## src/design/tcdm_bus_pkg.sv

```systemverilog
// tcdm_bus_pkg: bus geometry constants and arbiter state enum
`default_nettype none

package tcdm_bus_pkg;

  // initiator ports sharing the bank
  localparam int unsigned N_PORTS = 2;

  // word address, 256 words
  localparam int unsigned ADDR_W = 8;

  // one 32-bit chunk per word
  localparam int unsigned DATA_W = 32;
  localparam int unsigned BE_W   = DATA_W / 8;

  // metadata covered by the metadata check bits, packed as {add, wen, be}
  localparam int unsigned META_W = ADDR_W + 1 + BE_W;

  // port granted on the last arbitration
  typedef enum logic {
    LAST_P0 = 1'b0,
    LAST_P1 = 1'b1
  } arb_last_e;

endpackage

`default_nettype wire

```

## src/design/tcdm_rr_arbiter.sv

```systemverilog
// tcdm_rr_arbiter: two-port round-robin arbiter, request mux and response steering
`timescale 1ns/1ps
`default_nettype none

module tcdm_rr_arbiter (
  input  wire logic                                                       clk_i,
  input  wire logic                                                       rst_n_i,
  // initiator ports
  input  wire logic [tcdm_bus_pkg::N_PORTS-1:0]                           req_i,
  output logic      [tcdm_bus_pkg::N_PORTS-1:0]                           gnt_o,
  input  wire logic [tcdm_bus_pkg::N_PORTS-1:0][tcdm_bus_pkg::ADDR_W-1:0] add_i,
  input  wire logic [tcdm_bus_pkg::N_PORTS-1:0]                           wen_i,
  input  wire logic [tcdm_bus_pkg::N_PORTS-1:0][tcdm_bus_pkg::BE_W-1:0]   be_i,
  input  wire logic [tcdm_bus_pkg::N_PORTS-1:0][tcdm_bus_pkg::DATA_W-1:0] data_i,
  output logic      [tcdm_bus_pkg::N_PORTS-1:0]                           r_valid_o,
  output logic      [tcdm_bus_pkg::N_PORTS-1:0][tcdm_bus_pkg::DATA_W-1:0] r_data_o,
  // bank side
  output logic                                                            bank_req_o,
  output logic      [tcdm_bus_pkg::ADDR_W-1:0]                            bank_add_o,
  output logic                                                            bank_wen_o,
  output logic      [tcdm_bus_pkg::BE_W-1:0]                              bank_be_o,
  output logic      [tcdm_bus_pkg::DATA_W-1:0]                            bank_data_o,
  input  wire logic                                                       bank_r_valid_i,
  input  wire logic [tcdm_bus_pkg::DATA_W-1:0]                            bank_r_data_i
);

  import tcdm_bus_pkg::*;

  arb_last_e last_q;
  logic      win;
  logic      resp_port_q;

  // port 1 wins alone, or on a tie when port 0 went last
  assign win = req_i[1] & (~req_i[0] | (last_q == LAST_P0));

  assign gnt_o[0] = req_i[0] & ~win;
  assign gnt_o[1] = req_i[1] & win;

  assign bank_req_o  = |req_i;
  assign bank_add_o  = add_i[win];
  assign bank_wen_o  = wen_i[win];
  assign bank_be_o   = be_i[win];
  assign bank_data_o = data_i[win];

  // priority flips on every grant
  always_ff @(posedge clk_i) begin
    if (!rst_n_i) begin
      last_q      <= LAST_P1;
      resp_port_q <= 1'b0;
    end else if (bank_req_o) begin
      last_q      <= win ? LAST_P1 : LAST_P0;
      resp_port_q <= win;
    end
  end

  // response goes back to the port granted one cycle earlier
  for (genvar p = 0; p < N_PORTS; p++) begin : g_resp
    assign r_valid_o[p] = bank_r_valid_i & (resp_port_q == p);
    assign r_data_o[p]  = (resp_port_q == p) ? bank_r_data_i : '0;
  end

endmodule

`default_nettype wire

```

## config.mk

```make
export PLATFORM = sky130hd
export DESIGN_NAME = tcdm_rr_arbiter
export DESIGN_NICKNAME = d
export VERILOG_FILES = /design/src/design/tcdm_bus_pkg.sv /design/src/design/tcdm_rr_arbiter.sv
export SDC_FILE = /design/constraint.sdc
export NUM_CORES = 1
export LEC_CHECK = 0
export ABC_AREA = 0
export BUFFER_PORTS_ARGS = -buffer_cell sky130_fd_sc_hd__buf_4
export CAP_MARGIN = 10
export CELL_PAD_IN_SITES_DETAIL_PLACEMENT = 0
export CELL_PAD_IN_SITES_GLOBAL_PLACEMENT = 1
export CORE_AREA = 3 3 97 99
export DETAILED_ROUTE_END_ITERATION = 8
export DIE_AREA = 0 0 100 102
export GPL_TIMING_DRIVEN = 0
export PLACE_DENSITY_LB_ADDON = 0.1
export SKIP_CTS_REPAIR_TIMING = 1
export SLEW_MARGIN = 20
export SYNTH_ARGS = -nofsm -noshare
export SYNTH_HDL_FRONTEND = slang
export SYNTH_SLANG_ARGS = --single-unit
```

## constraint.sdc

```tcl
create_clock -name clk_i -period 1.3 [get_ports clk_i]
set_input_delay 0.065 -clock clk_i [delete_from_list [all_inputs] [get_ports clk_i]]
set_output_delay 0.065 -clock clk_i [all_outputs]
set_load 0.02 [all_outputs]
```

# ---- After elaboration in Yosys (flattened, before gate mapping)
# Cells that the tools add are included.
dict set report word_totals {
  word_cells 25
  input_bits 127
  regBits 2
}
dict set report op_classes {
  n_reduce_logical 1
  order_cmp 1
  bitwise 10
  n_mux 11
}
# operator n
set ops {}
lappend ops {{two-way mux 32 bit} 4}
lappend ops {{two-way mux 8 bit} 2}
lappend ops {{two-way mux 4 bit} 2}
lappend ops {{AND 1 bit} 5}
lappend ops {{NOT 1 bit} 4}
lappend ops {{two-way mux 1 bit} 3}
lappend ops {{less-than comparator 1 x 2 -> 1 bit (second input constant)} 1}
lappend ops {{OR reduction 2 bit} 1}
lappend ops {{bitwise OR 1 bit} 1}

# ---- Longest topological paths before layout
dict set report depth {
  depth_word 5
  mapped_depth 4
}

# ---- Worst setup path before layout
# No wires, ideal clock.
dict set report synth_timing {
  path_type {reg2out}
  from {register last_q}
  to {output bank_add_o[2] (netlist name)}
  path_slack_ns 0.148
  required_ns 1.235
  path_stages_with_launch 5
  t_arrival_ns 1.087
  cell_sequence {dfxtp_1 -> a21boi_2 -> buf_6 -> buf_12 -> mux2_4}
}
dict set report synth_between {
  elab_chain_len 5
}
# element line
set synth_lines {}
lappend synth_lines {{start: declaration} tcdm_rr_arbiter.sv:29} ;# arb_last_e last_q;
lappend synth_lines {{start signal: assignment} tcdm_rr_arbiter.sv:51} ;# last_q <= win ? LAST_P1 : LAST_P0;
lappend synth_lines {{NOT 1 bit} tcdm_rr_arbiter.sv:34} ;# assign win = req_i[1] & (~req_i[0] | (last_q == LAST_P0));
lappend synth_lines {{bitwise OR 1 bit} tcdm_rr_arbiter.sv:34}
lappend synth_lines {{AND 1 bit} tcdm_rr_arbiter.sv:34}
lappend synth_lines {{two-way mux 8 bit (not written as such) (2 in series)} tcdm_rr_arbiter.sv:40} ;# assign bank_add_o = add_i[win];
lappend synth_lines {{end: declaration} tcdm_rr_arbiter.sv:19} ;# output logic [tcdm_bus_pkg::ADDR_W-1:0] bank_add_o,
# No other way between the ends. The select of a mux whose other input is x is not followed.

# ---- Final worst setup path
dict set report layout_timing {
  from {register last_q}
  to {output bank_data_o[15] (netlist name)}
}
dict set report layout_between {
  elab_chain_len 5
}
# element line
set layout_lines {}
lappend layout_lines {{NOT 1 bit} tcdm_rr_arbiter.sv:34}
lappend layout_lines {{bitwise OR 1 bit} tcdm_rr_arbiter.sv:34}
lappend layout_lines {{AND 1 bit} tcdm_rr_arbiter.sv:34}
lappend layout_lines {{two-way mux 32 bit (not written as such) (2 in series)} tcdm_rr_arbiter.sv:43} ;# assign bank_data_o = data_i[win];
lappend layout_lines {{end: declaration} tcdm_rr_arbiter.sv:22} ;# output logic [tcdm_bus_pkg::DATA_W-1:0] bank_data_o,
# No other way between the ends. The select of a mux whose other input is x is not followed.

==> key figures <==
Outcome
  • Status: finished with violations
  • Failing checks: negative setup slack

CTS
  • CTS max path bufs: 2
  • H-tree Lvls: 1
  • CTS Sinks: 2
  • Root Buffer: clkbuf_8
  • CTS tree: built
  • Worst-path clk slew: approximately 0.030 ns
  • Num CTS Buffers: 3
  • Clock latency on the worst-skew pair: ~0.21 ns

Power
  • Leakage: about 0.0019 µW
  • Switching part of the total: between 30% and 40%
  • Clock Power Share: ~12%
  • Internal: between 1000 and 1500 µW
  • Reg power frac: 3.8%
  • Psw: 734 µW
  • Logic pwr share: between 80% and 90%
  • Worst VDD drop: 0.329 mV
  • Pwr dens: between 500 and 600 mW/mm²

Routing
  • DRC viols: 0
  • Vias: roughly 1900
  • DRT Wirelength: 7180 µm
  • Initial DRC count: 11
  • TritonRoute pass-1 iters: 2
  • Post-route ant nets: 0
  • Routed WL per cell: roughly 15 µm
  • Vias per cell: approximately 3.9

STA
  • Unrepaired setup endpoints after global routing: true
  • Min Tclk post-route: 1.52 ns
  • Slew @ Worst Pin: around 0.20 ns
  • Endpoints failing setup: 45
  • Rel. slew slack: 86.7%
  • Fmax: ~660 MHz
  • Final Hold Viols: 0
  • Final period util: 117%
  • Setup ws final: -0.224 ns
  • Max-slew violation count: 0
  • Final Skew: 0.00394 ns

Hold path
  • Hold Crit Endpoint: last_q
  • Hold Crit Class: primary input to register
  • Worst Hold Depth: 2
  • Hold Crit Start: rst_n_i

Worst setup path
  • Worst reg-to-reg setup slack: between 0.4 and 0.5 ns
  • Critical Path End Type: output pin
  • Crit path launch: last_q
  • Worst setup SP type: register
  • WP data arrival: ~1.5 ns
  • Crit Path Category: register to output pin
  • Worst reg2reg startpoint: resp_port_q
  • R2R Path End: resp_port_q
  • Required @ worst endpoint: between 1 and 1.5 ns
  • CP Max Fanout: 10
  • R2r worst-path depth: 3

Synthesis
  • Number of synthesized flops with an enable pin: 0
  • Synthesized cell area: 0.00129 mm²
  • Synth top area share: 45.4%
  • Syn Nets: 261
  • Largest area contributor in the netlist: mux2_4
  • Largest cells by area after synthesis: mux2_4, and2_1, nor2b_1
  • Top_reg_cell synth: dfxtp_1
  • Seq/Total Area, Yosys: between 3 and 4%
  • Async S/R FF share, synth: 0%
  • Post-synth cell types: 17
  • Post-synthesis cell count: roughly 130
  • Avg Cell Area, Syn: just under 10 µm²
  • Top post-synthesis cells by count: mux2_4, and2_1, nor2b_1
  • #FFs+latches synth: 2
  • Count leader, synth: mux2_4
  • YS warnings: 0

Layout
  • FF/Latch Area: ~43 µm²
  • Non-Filler Instances: between 400 and 500
  • Final Instance Area: between 0.003 and 0.004 mm²
  • Diode count: 0
  • Area growth, synth to finish: 172%
  • NumNets Final: ~510
  • Multi-input logic area: about 0.0011 mm²
  • Layout cell share with drive strength beyond 1: 81.0%
  • Fillcell total: 903

Floorplan
  • Site row count: 34
  • Core Box Area: around 0.0086 mm²
  • Initial Util: roughly 15%
  • Ports: about 240
  • Die ar.: around 0.01 mm²
  • Die Span X: approximately 100 µm
  • Die Ht: 102 µm

Global routing
  • Grt ovf: 0
  • Largest net degree at the start of global routing: 11
  • GRT Total Usage: about an eighth
  • First-pass GRT wire length: between 9000 and 10000 µm
  • Vias in the first global route: approximately 1900
  • Initial antenna violation count: 0

Placed design
  • Placed cell count: slightly below 500
  • Post-DP Area: between 0.003 and 0.004 mm²
  • Buffers added on ports: 240
  • GP Congestion: 0.690
  • DP HPWL: about 6300 µm

Job
  • Max_cap viols: 0
==> cells by family after synthesis <==
kind of cell	count (synthesis)	synth area share (%)
and+or+nand+nor	71	34.4
muxes	45	50.6
buffers and inverters	13	9.80
AOI/OAI and AO/OA	3	2.04
DFF	2	3.10
==> cell usage in the layout, fill, tap and decap left out <==
cell and count:
or2_2 1, nand2b_1 1, nor2b_1 33, a21boi_0 1, clkbuf_2 3, and2_1 34, buf_8 1, buf_6 47
clkbuf_4 1, buf_12 5, o21bai_1 1, mux2_2 1, nand3_1 1, dfxtp_2 2, mux2_4 44, or2b_1 1
clkbuf_8 3, a21boi_2 1, buf_4 198
==> metrics by stage <==
| stage | hold WS [ns] | utilization, % | power, µW | TNS, ns | worst slack (ns) |
|---|---|---|---|---|---|
| 6_report | 0.0623 | 40.7 | 1930 | -9.22 | -0.224 |
| 5_1_grt | 0.0774 | 40.7 | 2030 | -11.29 | -0.271 |
| 4_1_cts | 0.0689 | 37.8 | 1820 | -18.49 | -0.290 |
| 3_5_place_dp | 0.281 | 37.4 | 1570 | -2.38 | -0.0695 |
| 3_3_place_gp | 0.259 | 37.4 | 1570 | -1.59 | -0.0496 |
| 2_1_floorplan | 0.137 | - | 829 | 0 | 0.148 |
==> worst max-delay path by stage <==
stage | slack (ns) | cells past startpoint | to
finish | -0.22 | 5 | bank_data_o[15]
global placement | -0.05 | 5 | bank_data_o[15]
CTS | -0.29 | 5 | bank_data_o[25]
detailed placement | -0.07 | 5 | bank_data_o[25]
floorplan | 0.15 | 4 | bank_add_o[2]
global route | -0.27 | 5 | bank_add_o[7]
==> power by group through the flow <==
stage / clock network, µW / registers [µW] / logic, µW
floorplan: 0 / 70.5 / 759
global placement: 0 / 71.5 / 1500
detailed placement: 0 / 71.6 / 1500
CTS: 247 / 71.1 / 1500
global route: 254 / 74.2 / 1710
finish: 239 / 73.0 / 1610
==> critical path, cell delays in order (launching register included) <==
cell and delay, ns:
dfxtp_2 0.32, a21boi_2 0.13, buf_6 0.19, buf_12 0.16, mux2_4 0.32, buf_6 0.13
==> routing by layer <==
metal / GRT usage (%) / wire length (µm) / up-vias
li1: - / - / 931
met1: 12.1 / 2360 / 849
met2: 24.2 / 4040 / 127
met3: 3.00 / 753 / 2
met4: 1.35 / 34 / 0
met5: 0 / 0 / -
==> state kept, by name, indices dropped and copies added, names as in the netlist <==
register	cells
last_q	1
resp_port_q	1
==> area by class of cell <==
cell class	instances	area share, %
Tap cell	108	3.84
Sequential cell	2	1.21
Multi-Input combinational cell	119	32.5
Clock buffer	3	1.17
Timing Repair Buffer	242	56.9
Buffer	13	4.41
Power figures use the tool's default switching activity.
