===== src/design/tcdm_bus_pkg.sv =====
// tcdm_bus_pkg: bus geometry constants and arbiter state enum
`default_nettype none

package tcdm_bus_pkg;

  // initiator ports sharing the bank
  localparam int unsigned N_PORTS = 2;

  // word address, 256 words
  localparam int unsigned ADDR_W = 8;

  // one 32-bit chunk per word
  localparam int unsigned DATA_W = 32;
  localparam int unsigned BE_W   = DATA_W / 8;

  // metadata covered by the metadata check bits, packed as {add, wen, be}
  localparam int unsigned META_W = ADDR_W + 1 + BE_W;

  // port granted on the last arbitration
  typedef enum logic {
    LAST_P0 = 1'b0,
    LAST_P1 = 1'b1
  } arb_last_e;

endpackage

`default_nettype wire


===== src/design/tcdm_ecc_pkg.sv =====
// tcdm_ecc_pkg: SECDED check widths and the Hsiao column function
`default_nettype none

package tcdm_ecc_pkg;

  // clog2(width) + 2 check bits per protected field
  localparam int unsigned DATA_ECC_W = 7;
  localparam int unsigned META_ECC_W = 6;

  // request check bits, data check above metadata check
  localparam int unsigned REQ_ECC_W = DATA_ECC_W + META_ECC_W;

  // column of the parity check matrix for data bit idx
  // weight-1 columns belong to the check bits, so data columns start at weight 3
  // and go through the odd weights in increasing order, smallest value first
  function automatic logic [7:0] hsiao_col(input int unsigned idx, input int unsigned width);
    int unsigned cnt;
    logic [7:0]  col;
    cnt = 0;
    col = '0;
    for (int unsigned w = 3; w <= width; w += 2) begin
      for (int unsigned v = 0; v < (1 << width); v++) begin
        if ($countones(v) == w) begin
          if (cnt == idx) begin
            col = v[7:0];
          end
          cnt++;
        end
      end
    end
    return col;
  endfunction

endpackage

`default_nettype wire


===== src/design/hsiao_dec.sv =====
// hsiao_dec: Hsiao SECDED syndrome, single-bit correction and error classification
`timescale 1ns/1ps
`default_nettype none

module hsiao_dec #(
  parameter int unsigned DataWidth = 32,
  parameter int unsigned ProtWidth = 7
) (
  input  wire logic [DataWidth-1:0] data_i,
  input  wire logic [ProtWidth-1:0] ecc_i,
  output logic      [DataWidth-1:0] data_o,
  output logic                      single_err_o,
  output logic                      multi_err_o
);

  import tcdm_ecc_pkg::*;

  logic [ProtWidth-1:0][DataWidth-1:0] row_sel;
  logic [ProtWidth-1:0]                ecc_calc;
  logic [ProtWidth-1:0]                syndrome;
  logic [DataWidth-1:0]                flip;
  logic                                syn_odd;
  logic                                data_hit;
  logic                                check_hit;

  // recompute the check bits from the received data
  for (genvar i = 0; i < DataWidth; i++) begin : g_col
    localparam logic [7:0] COL = hsiao_col(i, ProtWidth);

    for (genvar k = 0; k < ProtWidth; k++) begin : g_row
      assign row_sel[k][i] = COL[k] & data_i[i];
    end

    // syndrome equal to this column points at data bit i
    assign flip[i] = (syndrome == COL[ProtWidth-1:0]);
  end

  for (genvar k = 0; k < ProtWidth; k++) begin : g_parity
    assign ecc_calc[k] = ^row_sel[k];
  end

  assign syndrome = ecc_calc ^ ecc_i;

  assign syn_odd   = ^syndrome;
  assign data_hit  = |flip;
  // a weight-1 syndrome is a flipped check bit, data stays as is
  assign check_hit = ($countones(syndrome) == 1);

  assign data_o = data_i ^ flip;

  assign single_err_o = syn_odd & (data_hit | check_hit);
  // even nonzero syndrome, or an odd one that matches no column
  assign multi_err_o  = (syndrome != '0) & ~single_err_o;

endmodule

`default_nettype wire


===== src/design/hsiao_enc.sv =====
// hsiao_enc: Hsiao SECDED check-bit generator
`timescale 1ns/1ps
`default_nettype none

module hsiao_enc #(
  parameter int unsigned DataWidth = 32,
  parameter int unsigned ProtWidth = 7
) (
  input  wire logic [DataWidth-1:0] data_i,
  output logic      [ProtWidth-1:0] ecc_o
);

  import tcdm_ecc_pkg::*;

  // data bits selected into each check row
  logic [ProtWidth-1:0][DataWidth-1:0] row_sel;

  for (genvar i = 0; i < DataWidth; i++) begin : g_col
    localparam logic [7:0] COL = hsiao_col(i, ProtWidth);

    for (genvar k = 0; k < ProtWidth; k++) begin : g_row
      assign row_sel[k][i] = COL[k] & data_i[i];
    end
  end

  // one parity tree per check bit
  for (genvar k = 0; k < ProtWidth; k++) begin : g_parity
    assign ecc_o[k] = ^row_sel[k];
  end

endmodule

`default_nettype wire


===== src/design/tcdm_ecc_dec.sv =====
// tcdm_ecc_dec: per-port request SECDED decoder and response check-bit encoder
`timescale 1ns/1ps
`default_nettype none

module tcdm_ecc_dec (
  // initiator side
  input  wire logic                               req_i,
  output logic                                    gnt_o,
  input  wire logic [tcdm_bus_pkg::ADDR_W-1:0]    add_i,
  input  wire logic                               wen_i,
  input  wire logic [tcdm_bus_pkg::BE_W-1:0]      be_i,
  input  wire logic [tcdm_bus_pkg::DATA_W-1:0]    data_i,
  input  wire logic [tcdm_ecc_pkg::REQ_ECC_W-1:0] ecc_i,
  output logic                                    r_valid_o,
  output logic      [tcdm_bus_pkg::DATA_W-1:0]    r_data_o,
  output logic      [tcdm_ecc_pkg::DATA_ECC_W-1:0] r_ecc_o,
  // arbiter side
  output logic                                    req_o,
  input  wire logic                               gnt_i,
  output logic      [tcdm_bus_pkg::ADDR_W-1:0]    add_o,
  output logic                                    wen_o,
  output logic      [tcdm_bus_pkg::BE_W-1:0]      be_o,
  output logic      [tcdm_bus_pkg::DATA_W-1:0]    data_o,
  input  wire logic                               r_valid_i,
  input  wire logic [tcdm_bus_pkg::DATA_W-1:0]    r_data_i,
  // error flags, valid while req_i is high
  output logic                                    data_single_err_o,
  output logic                                    data_multi_err_o,
  output logic                                    meta_single_err_o,
  output logic                                    meta_multi_err_o
);

  import tcdm_bus_pkg::*;
  import tcdm_ecc_pkg::*;

  logic [DATA_ECC_W-1:0] data_ecc;
  logic [META_ECC_W-1:0] meta_ecc;
  logic [META_W-1:0]     meta_dec;

  // check bits of the data sit above those of the metadata
  assign data_ecc = ecc_i[REQ_ECC_W-1:META_ECC_W];
  assign meta_ecc = ecc_i[META_ECC_W-1:0];

  hsiao_dec #(
    .DataWidth ( DATA_W     ),
    .ProtWidth ( DATA_ECC_W )
  ) i_data_dec (
    .data_i       ( data_i            ),
    .ecc_i        ( data_ecc          ),
    .data_o       ( data_o            ),
    .single_err_o ( data_single_err_o ),
    .multi_err_o  ( data_multi_err_o  )
  );

  // metadata word is {add, wen, be}
  hsiao_dec #(
    .DataWidth ( META_W     ),
    .ProtWidth ( META_ECC_W )
  ) i_meta_dec (
    .data_i       ( {add_i, wen_i, be_i} ),
    .ecc_i        ( meta_ecc             ),
    .data_o       ( meta_dec             ),
    .single_err_o ( meta_single_err_o    ),
    .multi_err_o  ( meta_multi_err_o     )
  );

  assign {add_o, wen_o, be_o} = meta_dec;

  // check bits for the read data going back
  hsiao_enc #(
    .DataWidth ( DATA_W     ),
    .ProtWidth ( DATA_ECC_W )
  ) i_r_data_enc (
    .data_i ( r_data_i ),
    .ecc_o  ( r_ecc_o  )
  );

  assign req_o     = req_i;
  assign gnt_o     = gnt_i;
  assign r_valid_o = r_valid_i;
  assign r_data_o  = r_data_i;

endmodule

`default_nettype wire


===== config.mk =====
export PLATFORM = sky130hd
export DESIGN_NAME = tcdm_ecc_dec
export DESIGN_NICKNAME = d
export VERILOG_FILES = /design/src/design/tcdm_bus_pkg.sv /design/src/design/tcdm_ecc_pkg.sv /design/src/design/hsiao_dec.sv /design/src/design/hsiao_enc.sv /design/src/design/tcdm_ecc_dec.sv
export SDC_FILE = /design/constraint.sdc
export NUM_CORES = 1
export LEC_CHECK = 0
export ABC_AREA = 1
export BUFFER_PORTS_ARGS = -buffer_cell sky130_fd_sc_hd__clkbuf_2
export CORE_ASPECT_RATIO = 0.9
export CORE_MARGIN = 2
export CORE_UTILIZATION = 40
export DETAILED_ROUTE_END_ITERATION = 8
export PLACE_DENSITY = 0.75
export SYNTH_ARGS = -nofsm -noshare
export SYNTH_HDL_FRONTEND = slang
export SYNTH_HIERARCHICAL = 1
export SYNTH_SLANG_ARGS = --single-unit
export TNS_END_PERCENT = 1

===== constraint.sdc =====
create_clock -name vclk -period 5.26
set_clock_uncertainty 0.05 [all_clocks]
set_input_delay 0.526 -clock vclk [all_inputs]
set_output_delay 0.526 -clock vclk [all_outputs]
set_load 0.01 [all_outputs]

* Word-level counts from Yosys, hierarchy flattened
Cells that the tools add are included.
Storage, ports and cells: output and inout bits 91, flip-flop bits (word level) 0, word-level logic and storage cells 96
Operators by class: equal/unequal tests 47, add/subtract/negate cells 11, reductions and logical operators 26, bitwise operators 12
Operator list (count):
- $reduce_xor 32->1 | 14
- $eq 7x7->1 const B | 12
- $reduce_xor 13->1 | 6
- $eq 7x6->1 const B | 10
- $eq 7x5->1 const B | 6
- $eq 6x5->1 const B | 6
- $add 2x32->32 | 1
- $add 32x2->32 | 1
- $eq 32x2->1 const B | 1
- $reduce_or 32->1 | 1
- $xor 32x32->32 | 1
- $eq 7x4->1 const B | 3
- $eq 6x4->1 const B | 3
- $eq 6x6->1 const B | 3
- $reduce_or 13->1 | 1
- $xor 13x13->13 | 1
- $add 1x1->2 | 6
- $eq 7x3->1 const B | 1
- $reduce_bool 7->1 | 1
- $reduce_xor 7->1 | 1
- $xor 7x7->7 | 1
- $eq 6x3->1 const B | 1
- $reduce_bool 6->1 | 1
- $reduce_xor 6->1 | 1
- 8 further kinds | 13

* Longest topological paths before layout
Gate-level depths: netlist of the first run.
depth in word-level cells 10, mapped depth 26, depth with buffers taken out 25

* Modules after synthesis
Netlist of the first run, hierarchy kept.
By module, submodules not included:
- hsiao_dec at i_data_dec | seq. area each 0.0 um2, times used 1, area each 2555.0 um2, cells each 493
- hsiao_enc | seq. area each 0.0 um2, times used 1, area each 1222.4 um2, cells each 256
- hsiao_dec at i_meta_dec | seq. area each 0.0 um2, times used 1, area each 977.2 um2, cells each 163
- tcdm_ecc_dec | seq. area each 0.0 um2, times used 1, area each 262.8 um2, cells each 35

* Worst setup path before layout of the first run
No wires, ideal clock.
path kind input to output, start input data_i[20] (netlist name), end output data_single_err_o, path slack 1.186 ns, path buffers 1, data arrival time 3.498 ns, stages on the path 24, path through inv_1 nand2_2 nand2_2 nand2_1 nand3_1 nand2_1 nand3_1 nand3_1 nand2_4 buf_6 inv_1 ha_1 inv_1 fa_1 inv_1 ha_1 inv_1 fa_1 a211o_1 inv_1 o21a_1 nand3_1 nand3_1 and2_1
Between the ends: word-level cells in the longest chain between the ends 8
RTL lines:
- start: declaration | RTL line tcdm_ecc_dec.sv:12 | input wire logic [tcdm_bus_pkg::DATA_W-1:0] data_i,
- $reduce_xor 32->1 | RTL line hsiao_dec.sv:39 | assign ecc_calc[k] = ^row_sel[k];
- $xor 7x7->7 * | RTL line hsiao_dec.sv:42 | assign syndrome = ecc_calc ^ ecc_i;
- $add 1x1->2 (not written as such) | RTL line hsiao_dec.sv:47 | assign check_hit = ($countones(syndrome) == 1);
- $add 2x2->3 (not written as such) | RTL line hsiao_dec.sv:47
- $add 3x3->4 (not written as such) | RTL line hsiao_dec.sv:47
- $eq 4x1->1 | RTL line hsiao_dec.sv:47
- $or 1x1->1 | RTL line hsiao_dec.sv:51 | assign single_err_o = syn_odd & (data_hit | check_hit);
- $and 1x1->1 * | RTL line hsiao_dec.sv:51
- end: declaration | RTL line tcdm_ecc_dec.sv:27 | output logic data_single_err_o,
Every way passes the cells marked *; elsewhere a longest branch is shown, timed or not.

* Worst setup path after layout of the first run
start input data_i[26] (netlist name), end output data_single_err_o
Between the ends: word-level cells in the longest chain between the ends 8
RTL lines (RTL line):
- $reduce_xor 32->1 | hsiao_dec.sv:39
- $xor 7x7->7 * | hsiao_dec.sv:42
- $add 1x1->2 (not written as such) | hsiao_dec.sv:47
- $add 2x2->3 (not written as such) / $add 2x1->3 (equally long branches) | hsiao_dec.sv:47
- $add 3x3->4 (not written as such) | hsiao_dec.sv:47
- $eq 4x1->1 | hsiao_dec.sv:47
- $or 1x1->1 | hsiao_dec.sv:51
- $and 1x1->1 * | hsiao_dec.sv:51
Marks and branches as above.

==> flow_summary.yaml, run 1 <==
die:
  initial_core_util: 0.4138
  die_area_sq_mm: 0.01346
  core_region_area_sq_mm: 0.01212
  io_pins: 184
  rows: 38
  fp.dieH_microns: 110.3
  chipWidth_microns: 122.1
sta:
  setup_viol: 0
  finalHoldViolCount: 0
  final.setup.tns_ns: 0
  maxSlewViolCount: 0
  period_share: 0.8895
  relSlewSlack: 0.6688
  fin_crit_ns: 4.679
  worstMarginPinSlew_ns: 0.4930
  rsz0062_at_grt: "false"
  fmax_mhz: 213.7
global_routing:
  grt_max_degree: 15
  grtUsageTotal: 0.2005
  grt_pass1_wl_mm: 22.07
  gr-total-overflow: 0
  antenna_found_initial: 0
  grt_pass1_vias: 4891
layout:
  fill_cells: 1329
  diodes: 0
  layout_commonest_cell: "nand2_1"
  final_layout_size_suffix_gt1_frac: 0.2055
  multi_input_area_sq_mm: 0.004218
  regArea_sq_um: 0
  nClkBuffers: 0
  final_cell_mix: "nand2_1, clkbuf_2, inv_1"
  nFlopsAndLatches: 0
  finalNonFillerCells: 1245
  area_delta_synth_final_pct: 15.76
  nNetsFinal: 1211
setup_path:
  crit_buf_inv: 9
  required_ns: 4.68
  crit_path_frequent_cell: "inv_1"
  cpPeakStageDelay_ns: 0.45
  path_delay_family: "adder cells"
  worstSetupStartpointType: "primary input"
  critPathSlowestCell: "fa_1"
  crit_path_end_kind: "output pin"
  worstPathArrival_ns: 4.10
  path_class: "in2out"
  worstPathMaxFanout: 14
placement:
  numPortBuffers: 178
  place_hpwl_mm: 12.96
  gp_congestion: 0.9760
  placed_cells: 1245
routing:
  drt-initial-drc-count: 337
  drtPass1Iterations: 6
  drt_wl_total_mm: 14.41
  via_count: 5898
  viasPerCell: 4.737
  drtAntennaViolNets: 0
  routedWlPerCell_microns: 11.57
  drc: 0
logic_synthesis:
  seq_area_frac_synth: 0
  syn_area_per_cell_sq_um: 5.298
  synth_area_sq_mm: 0.005017
  synth_fp_nets: 1071
  synth_cell_type_count: 36
  yosysWarnings: 6
  syn_inst: 947
clock_network:
  cts_hold_buf: 0
  cts_setup_buffers: 0
  cts_resized: 0
run_status:
  status: "finished clean"
power_and_ir_drop:
  power.leakage_nw: 3.754
  p_per_area_mw_per_mm2: 219.1
  max-vdd-ir-drop_uv: 123.7
job:
  cap_violations: 0
worst_hold_path:
  holdCritPathClass: "in2out"
## worst paths after layout
| check | start | endpoint | slack, ns | cells past startpoint |
|---|---|---|---|---|
| min | gnt_i | gnt_o | 1.00 | 0 |
| max | data_i[26] | data_single_err_o | 0.58 | 25 |
## layout make-up
type | count | area share
timing repair buffer | 178 | 0.1534
inverter | 133 | 0.08595
tap | 160 | 0.03447
multi-input combinational | 774 | 0.7262
## power by group
group          internal [W]  switching (W)
registers                 0              0
logic              0.000492       0.000781
clock network             0              0
## Yosys cell counts
library cell    n  area share
nand2_1       420        0.31
inv_1         119       0.089
nand3_1        88       0.088
xor2_1         76        0.13
xnor2_1        49       0.086
nor2_1         36       0.027
buf_4          35       0.052
ha_1           27       0.067
inv_2          13      0.0097
nand2_2        12       0.015
nand4_1        12       0.015
nand3b_1       11       0.016
nand2_4         6       0.013
nor2_2          6      0.0075
a21oi_1         4      0.0040
fa_1            4       0.016
nand3_2         3      0.0060
xnor2_2         3      0.0097
and2_1          2      0.0025
buf_2           2      0.0020
buf_6           2      0.0045
o21ai_0         2      0.0020
or2_1           2      0.0025
a211o_1         1      0.0017
a31oi_1         1      0.0012
and3_1          1      0.0012
clkbuf_2        1      0.0010
clkinv_1        1     0.00075
nand2b_1        1      0.0012
nor2_4          1      0.0022
nor3_1          1      0.0010
nor3_2          1      0.0020
nor4_1          1      0.0012
o21a_1          1      0.0015
o21ai_1         1      0.0010
o221ai_1        1      0.0017
## kinds of logic (layout without fill, tap and decap cells)
family / count (synthesis) / count (layout) / share of synthesized area
compound gates: 11 / 11 / 0.01322
xor+xnor: 128 / 128 / 0.2279
fa+ha+maj: 31 / 31 / 0.08329
buf+inv: 173 / 311 / 0.1594
simple gates: 604 / 604 / 0.5162
## per-stage QoR
step                      instance area (sq um)    util  hold WS, ns  power (W)  worst slack (ns)
after floorplan                            5017       -        1.082  0.0009233             1.186
after global placement                     5808  0.4791        1.002   0.001242            0.6950
after detailed placement                   5808  0.4791        1.002   0.001270            0.6394
after CTS                                  5808  0.4791        1.002   0.001276            0.6284
after global routing                       5808  0.4791        1.002   0.001441            0.2320
final                                      5808  0.4791        1.002   0.001272            0.5812
## routing by layer
metal,GRT usage,wire length [microns]
met2,0.3555,6474
met5,0,0
met1,0.2736,6463
met3,0.01235,1239
met4,0.02956,232
No activity file was read; power rests on OpenSTA's default activity.
==> run 2, diff against run 1 <==
==> constraint.sdc (replaced) <==
create_clock -name vclk -period 5.26
set_clock_uncertainty 0.05 [all_clocks]
set_input_delay 1.052 -clock vclk [all_inputs]
set_output_delay 1.052 -clock vclk [all_outputs]
set_load 0.01 [all_outputs]
==> run 2 against run 1 <==
- the run now ends with setup timing left
- wire length grew 10%
- final cell count grew 8.1%
- utilization grew 8.1 points
- via count grew 8.6%
- count of clock-buffer cells in the layout is the same
- first-iteration DRC count grew 18%
- global-route usage grew 1.7 points
- largest power group unchanged
==> flow_summary.yaml, run 2 (synthesized netlist as in run 1, its figures left out) <==
global_routing:
  grtUsageTotal: 0.2178
  grt_pass1_vias: 5325
  gr-total-overflow: 0
  antenna_found_initial: 0
  grt_pass1_wl_mm: 24.05
  grt_max_degree: 14
placement:
  gp_congestion: 1.047
  place_ws_ns: -0.2583
  place_hpwl_mm: 13.53
  placed_cells: 1328
  numPortBuffers: 178
  placed_area_sq_mm: 0.006431
layout:
  finalNonFillerCells: 1346
  final_area_sq_mm: 0.006785
  nFlopsAndLatches: 0
  area_delta_synth_final_pct: 35.24
  final_layout_size_suffix_gt1_frac: 0.3094
  final_cell_mix: "nand2_1, clkbuf_2, inv_1"
  nNetsFinal: 1312
  layout_commonest_cell: "nand2_1"
  diodes: 0
  regArea_sq_um: 0
  fill_cells: 1208
  nClkBuffers: 0
run_status:
  status: "complete, but fails checks"
  violations: "setup timing"
routing:
  drt-initial-drc-count: 396
  drt_wl_total_mm: 15.85
  routedWlPerCell_microns: 11.78
  drtPass1Iterations: 5
  via_count: 6407
  viasPerCell: 4.760
  drc: 0
  drtAntennaViolNets: 0
sta:
  rsz0062_at_grt: "true"
  fin_crit_ns: 5.502
  relSlewSlack: 0.6769
  period_share: 1.046
  setup_viol: 3
  fmax_mhz: 181.7
  setup_ws_ns: -0.2423
  finalHoldViolCount: 0
  maxSlewViolCount: 0
  worstMarginPinSlew_ns: 0.4810
  whs_ns: 2.054
  final.setup.tns_ns: -0.4982
die:
  rows: 38
  core_region_area_sq_mm: 0.01212
  initial_core_util: 0.4138
  fp.dieH_microns: 110.3
  die_area_sq_mm: 0.01346
  chipWidth_microns: 122.1
  io_pins: 184
power_and_ir_drop:
  p_per_area_mw_per_mm2: 234.5
  max-vdd-ir-drop_uv: 156.5
  power.leakage_nw: 4.284
setup_path:
  worstPathArrival_ns: 4.40
  worstPathMaxFanout: 6
  required_ns: 4.16
  crit_path_end_kind: "output pin"
  path_class: "in2out"
  worstSetupStartpointType: "primary input"
worst_hold_path:
  hold_path_startpoint: "gnt_i"
  worstHoldEndpoint: "gnt_o"
  holdCritPathClass: "in2out"
  worstHoldPathCells: 0
clock_network:
  cts_hold_buf: 0
job:
  cap_violations: 0
run 2: changes by cell type in the layout (fill, tap and decap cells not counted), moves of 4 or more:
| cell | previous run | this run |
|---|---|---|
| buf_4 | 0 | 101 |
| clkbuf_2 | 178 | 173 |
| inv_1 | 119 | 112 |
| inv_2 | 13 | 20 |
| nand2_1 | 420 | 409 |
| nand2_2 | 12 | 23 |
| nand3_1 | 88 | 84 |
| nand3_2 | 3 | 7 |
| nor2_1 | 36 | 32 |
| xnor2_1 | 49 | 45 |
| xor2_1 | 76 | 68 |
| xor2_2 | 0 | 8 |
run 2: worst max-delay path by stage:
| stage | startpoint | depth (start not counted) | slack (ns) | endpoint |
|---|---|---|---|---|
| detailed placement | data_i[4] | 19 | -0.26 | data_single_err_o |
| finish | data_i[18] | 26 | -0.24 | data_multi_err_o |
| global placement | data_i[18] | 20 | -0.21 | data_single_err_o |
| floorplan | data_i[20] | 24 | 0.13 | data_single_err_o |
| global route | data_i[18] | 20 | -0.36 | data_single_err_o |
| CTS | data_i[8] | 21 | -0.14 | data_single_err_o |
run 2: area by class of cell:
class	instances	area [sq um]	share of cell area
Multi-Input combinational cell	774	4428	0.6526
Inverter	133	499.2	0.07358
Tap cell	160	200.2	0.02950
Timing Repair Buffer	279	1658	0.2443
run 2: critical path, cell delays in order:
cell	delay, ns
clkbuf_2	0.11
xnor2_2	0.19
xnor2_1	0.14
buf_4	0.17
xor2_2	0.21
xor2_2	0.14
buf_4	0.16
buf_4	0.13
buf_4	0.12
buf_4	0.12
buf_4	0.13
buf_4	0.12
buf_4	0.12
buf_4	0.12
buf_4	0.13
ha_1	0.19
inv_2	0.08
nor2_4	0.06
nand2_2	0.09
nand3_1	0.11
nor2_1	0.11
nand3_1	0.09
nor2_2	0.14
nand3_2	0.10
a21oi_1	0.13
buf_2	0.14
run 2: per-layer routing:
layer / track usage / share of wire / up-vias
met3: 0.02212 / 0.078 / 35
met4: 0.04433 / 0.028 / 0
met1: 0.2898 / 0.44 / 2802
li1: - / - / 3328
met5: 0 / 0 / -
met2: 0.3831 / 0.46 / 242
run 2: report_power, final:
| part | internal (W) | switching, W |
|---|---|---|
| clock network | 0 | 0 |
| registers | 0 | 0 |
| logic | 0.000696 | 0.000895 |
| total | 0.000696 | 0.000895 |
run 2: through the flow:
| stage | power [W] | utilization |
|---|---|---|
| floorplan | 0.0009233 | - |
| global placement | 0.001366 | 0.5304 |
| detailed placement | 0.001387 | 0.5304 |
| CTS | 0.001482 | 0.5421 |
| global route | 0.001776 | 0.5596 |
| finish | 0.001591 | 0.5596 |
run 2: repair_timing:
action / in CTS / in global routing
hold endpoints to repair: 0 / 0
setup endpoints to repair: 2 / 12
setup buffers: 10 / 8
resized for setup: 16 / 39
pin swaps: 7 / 21
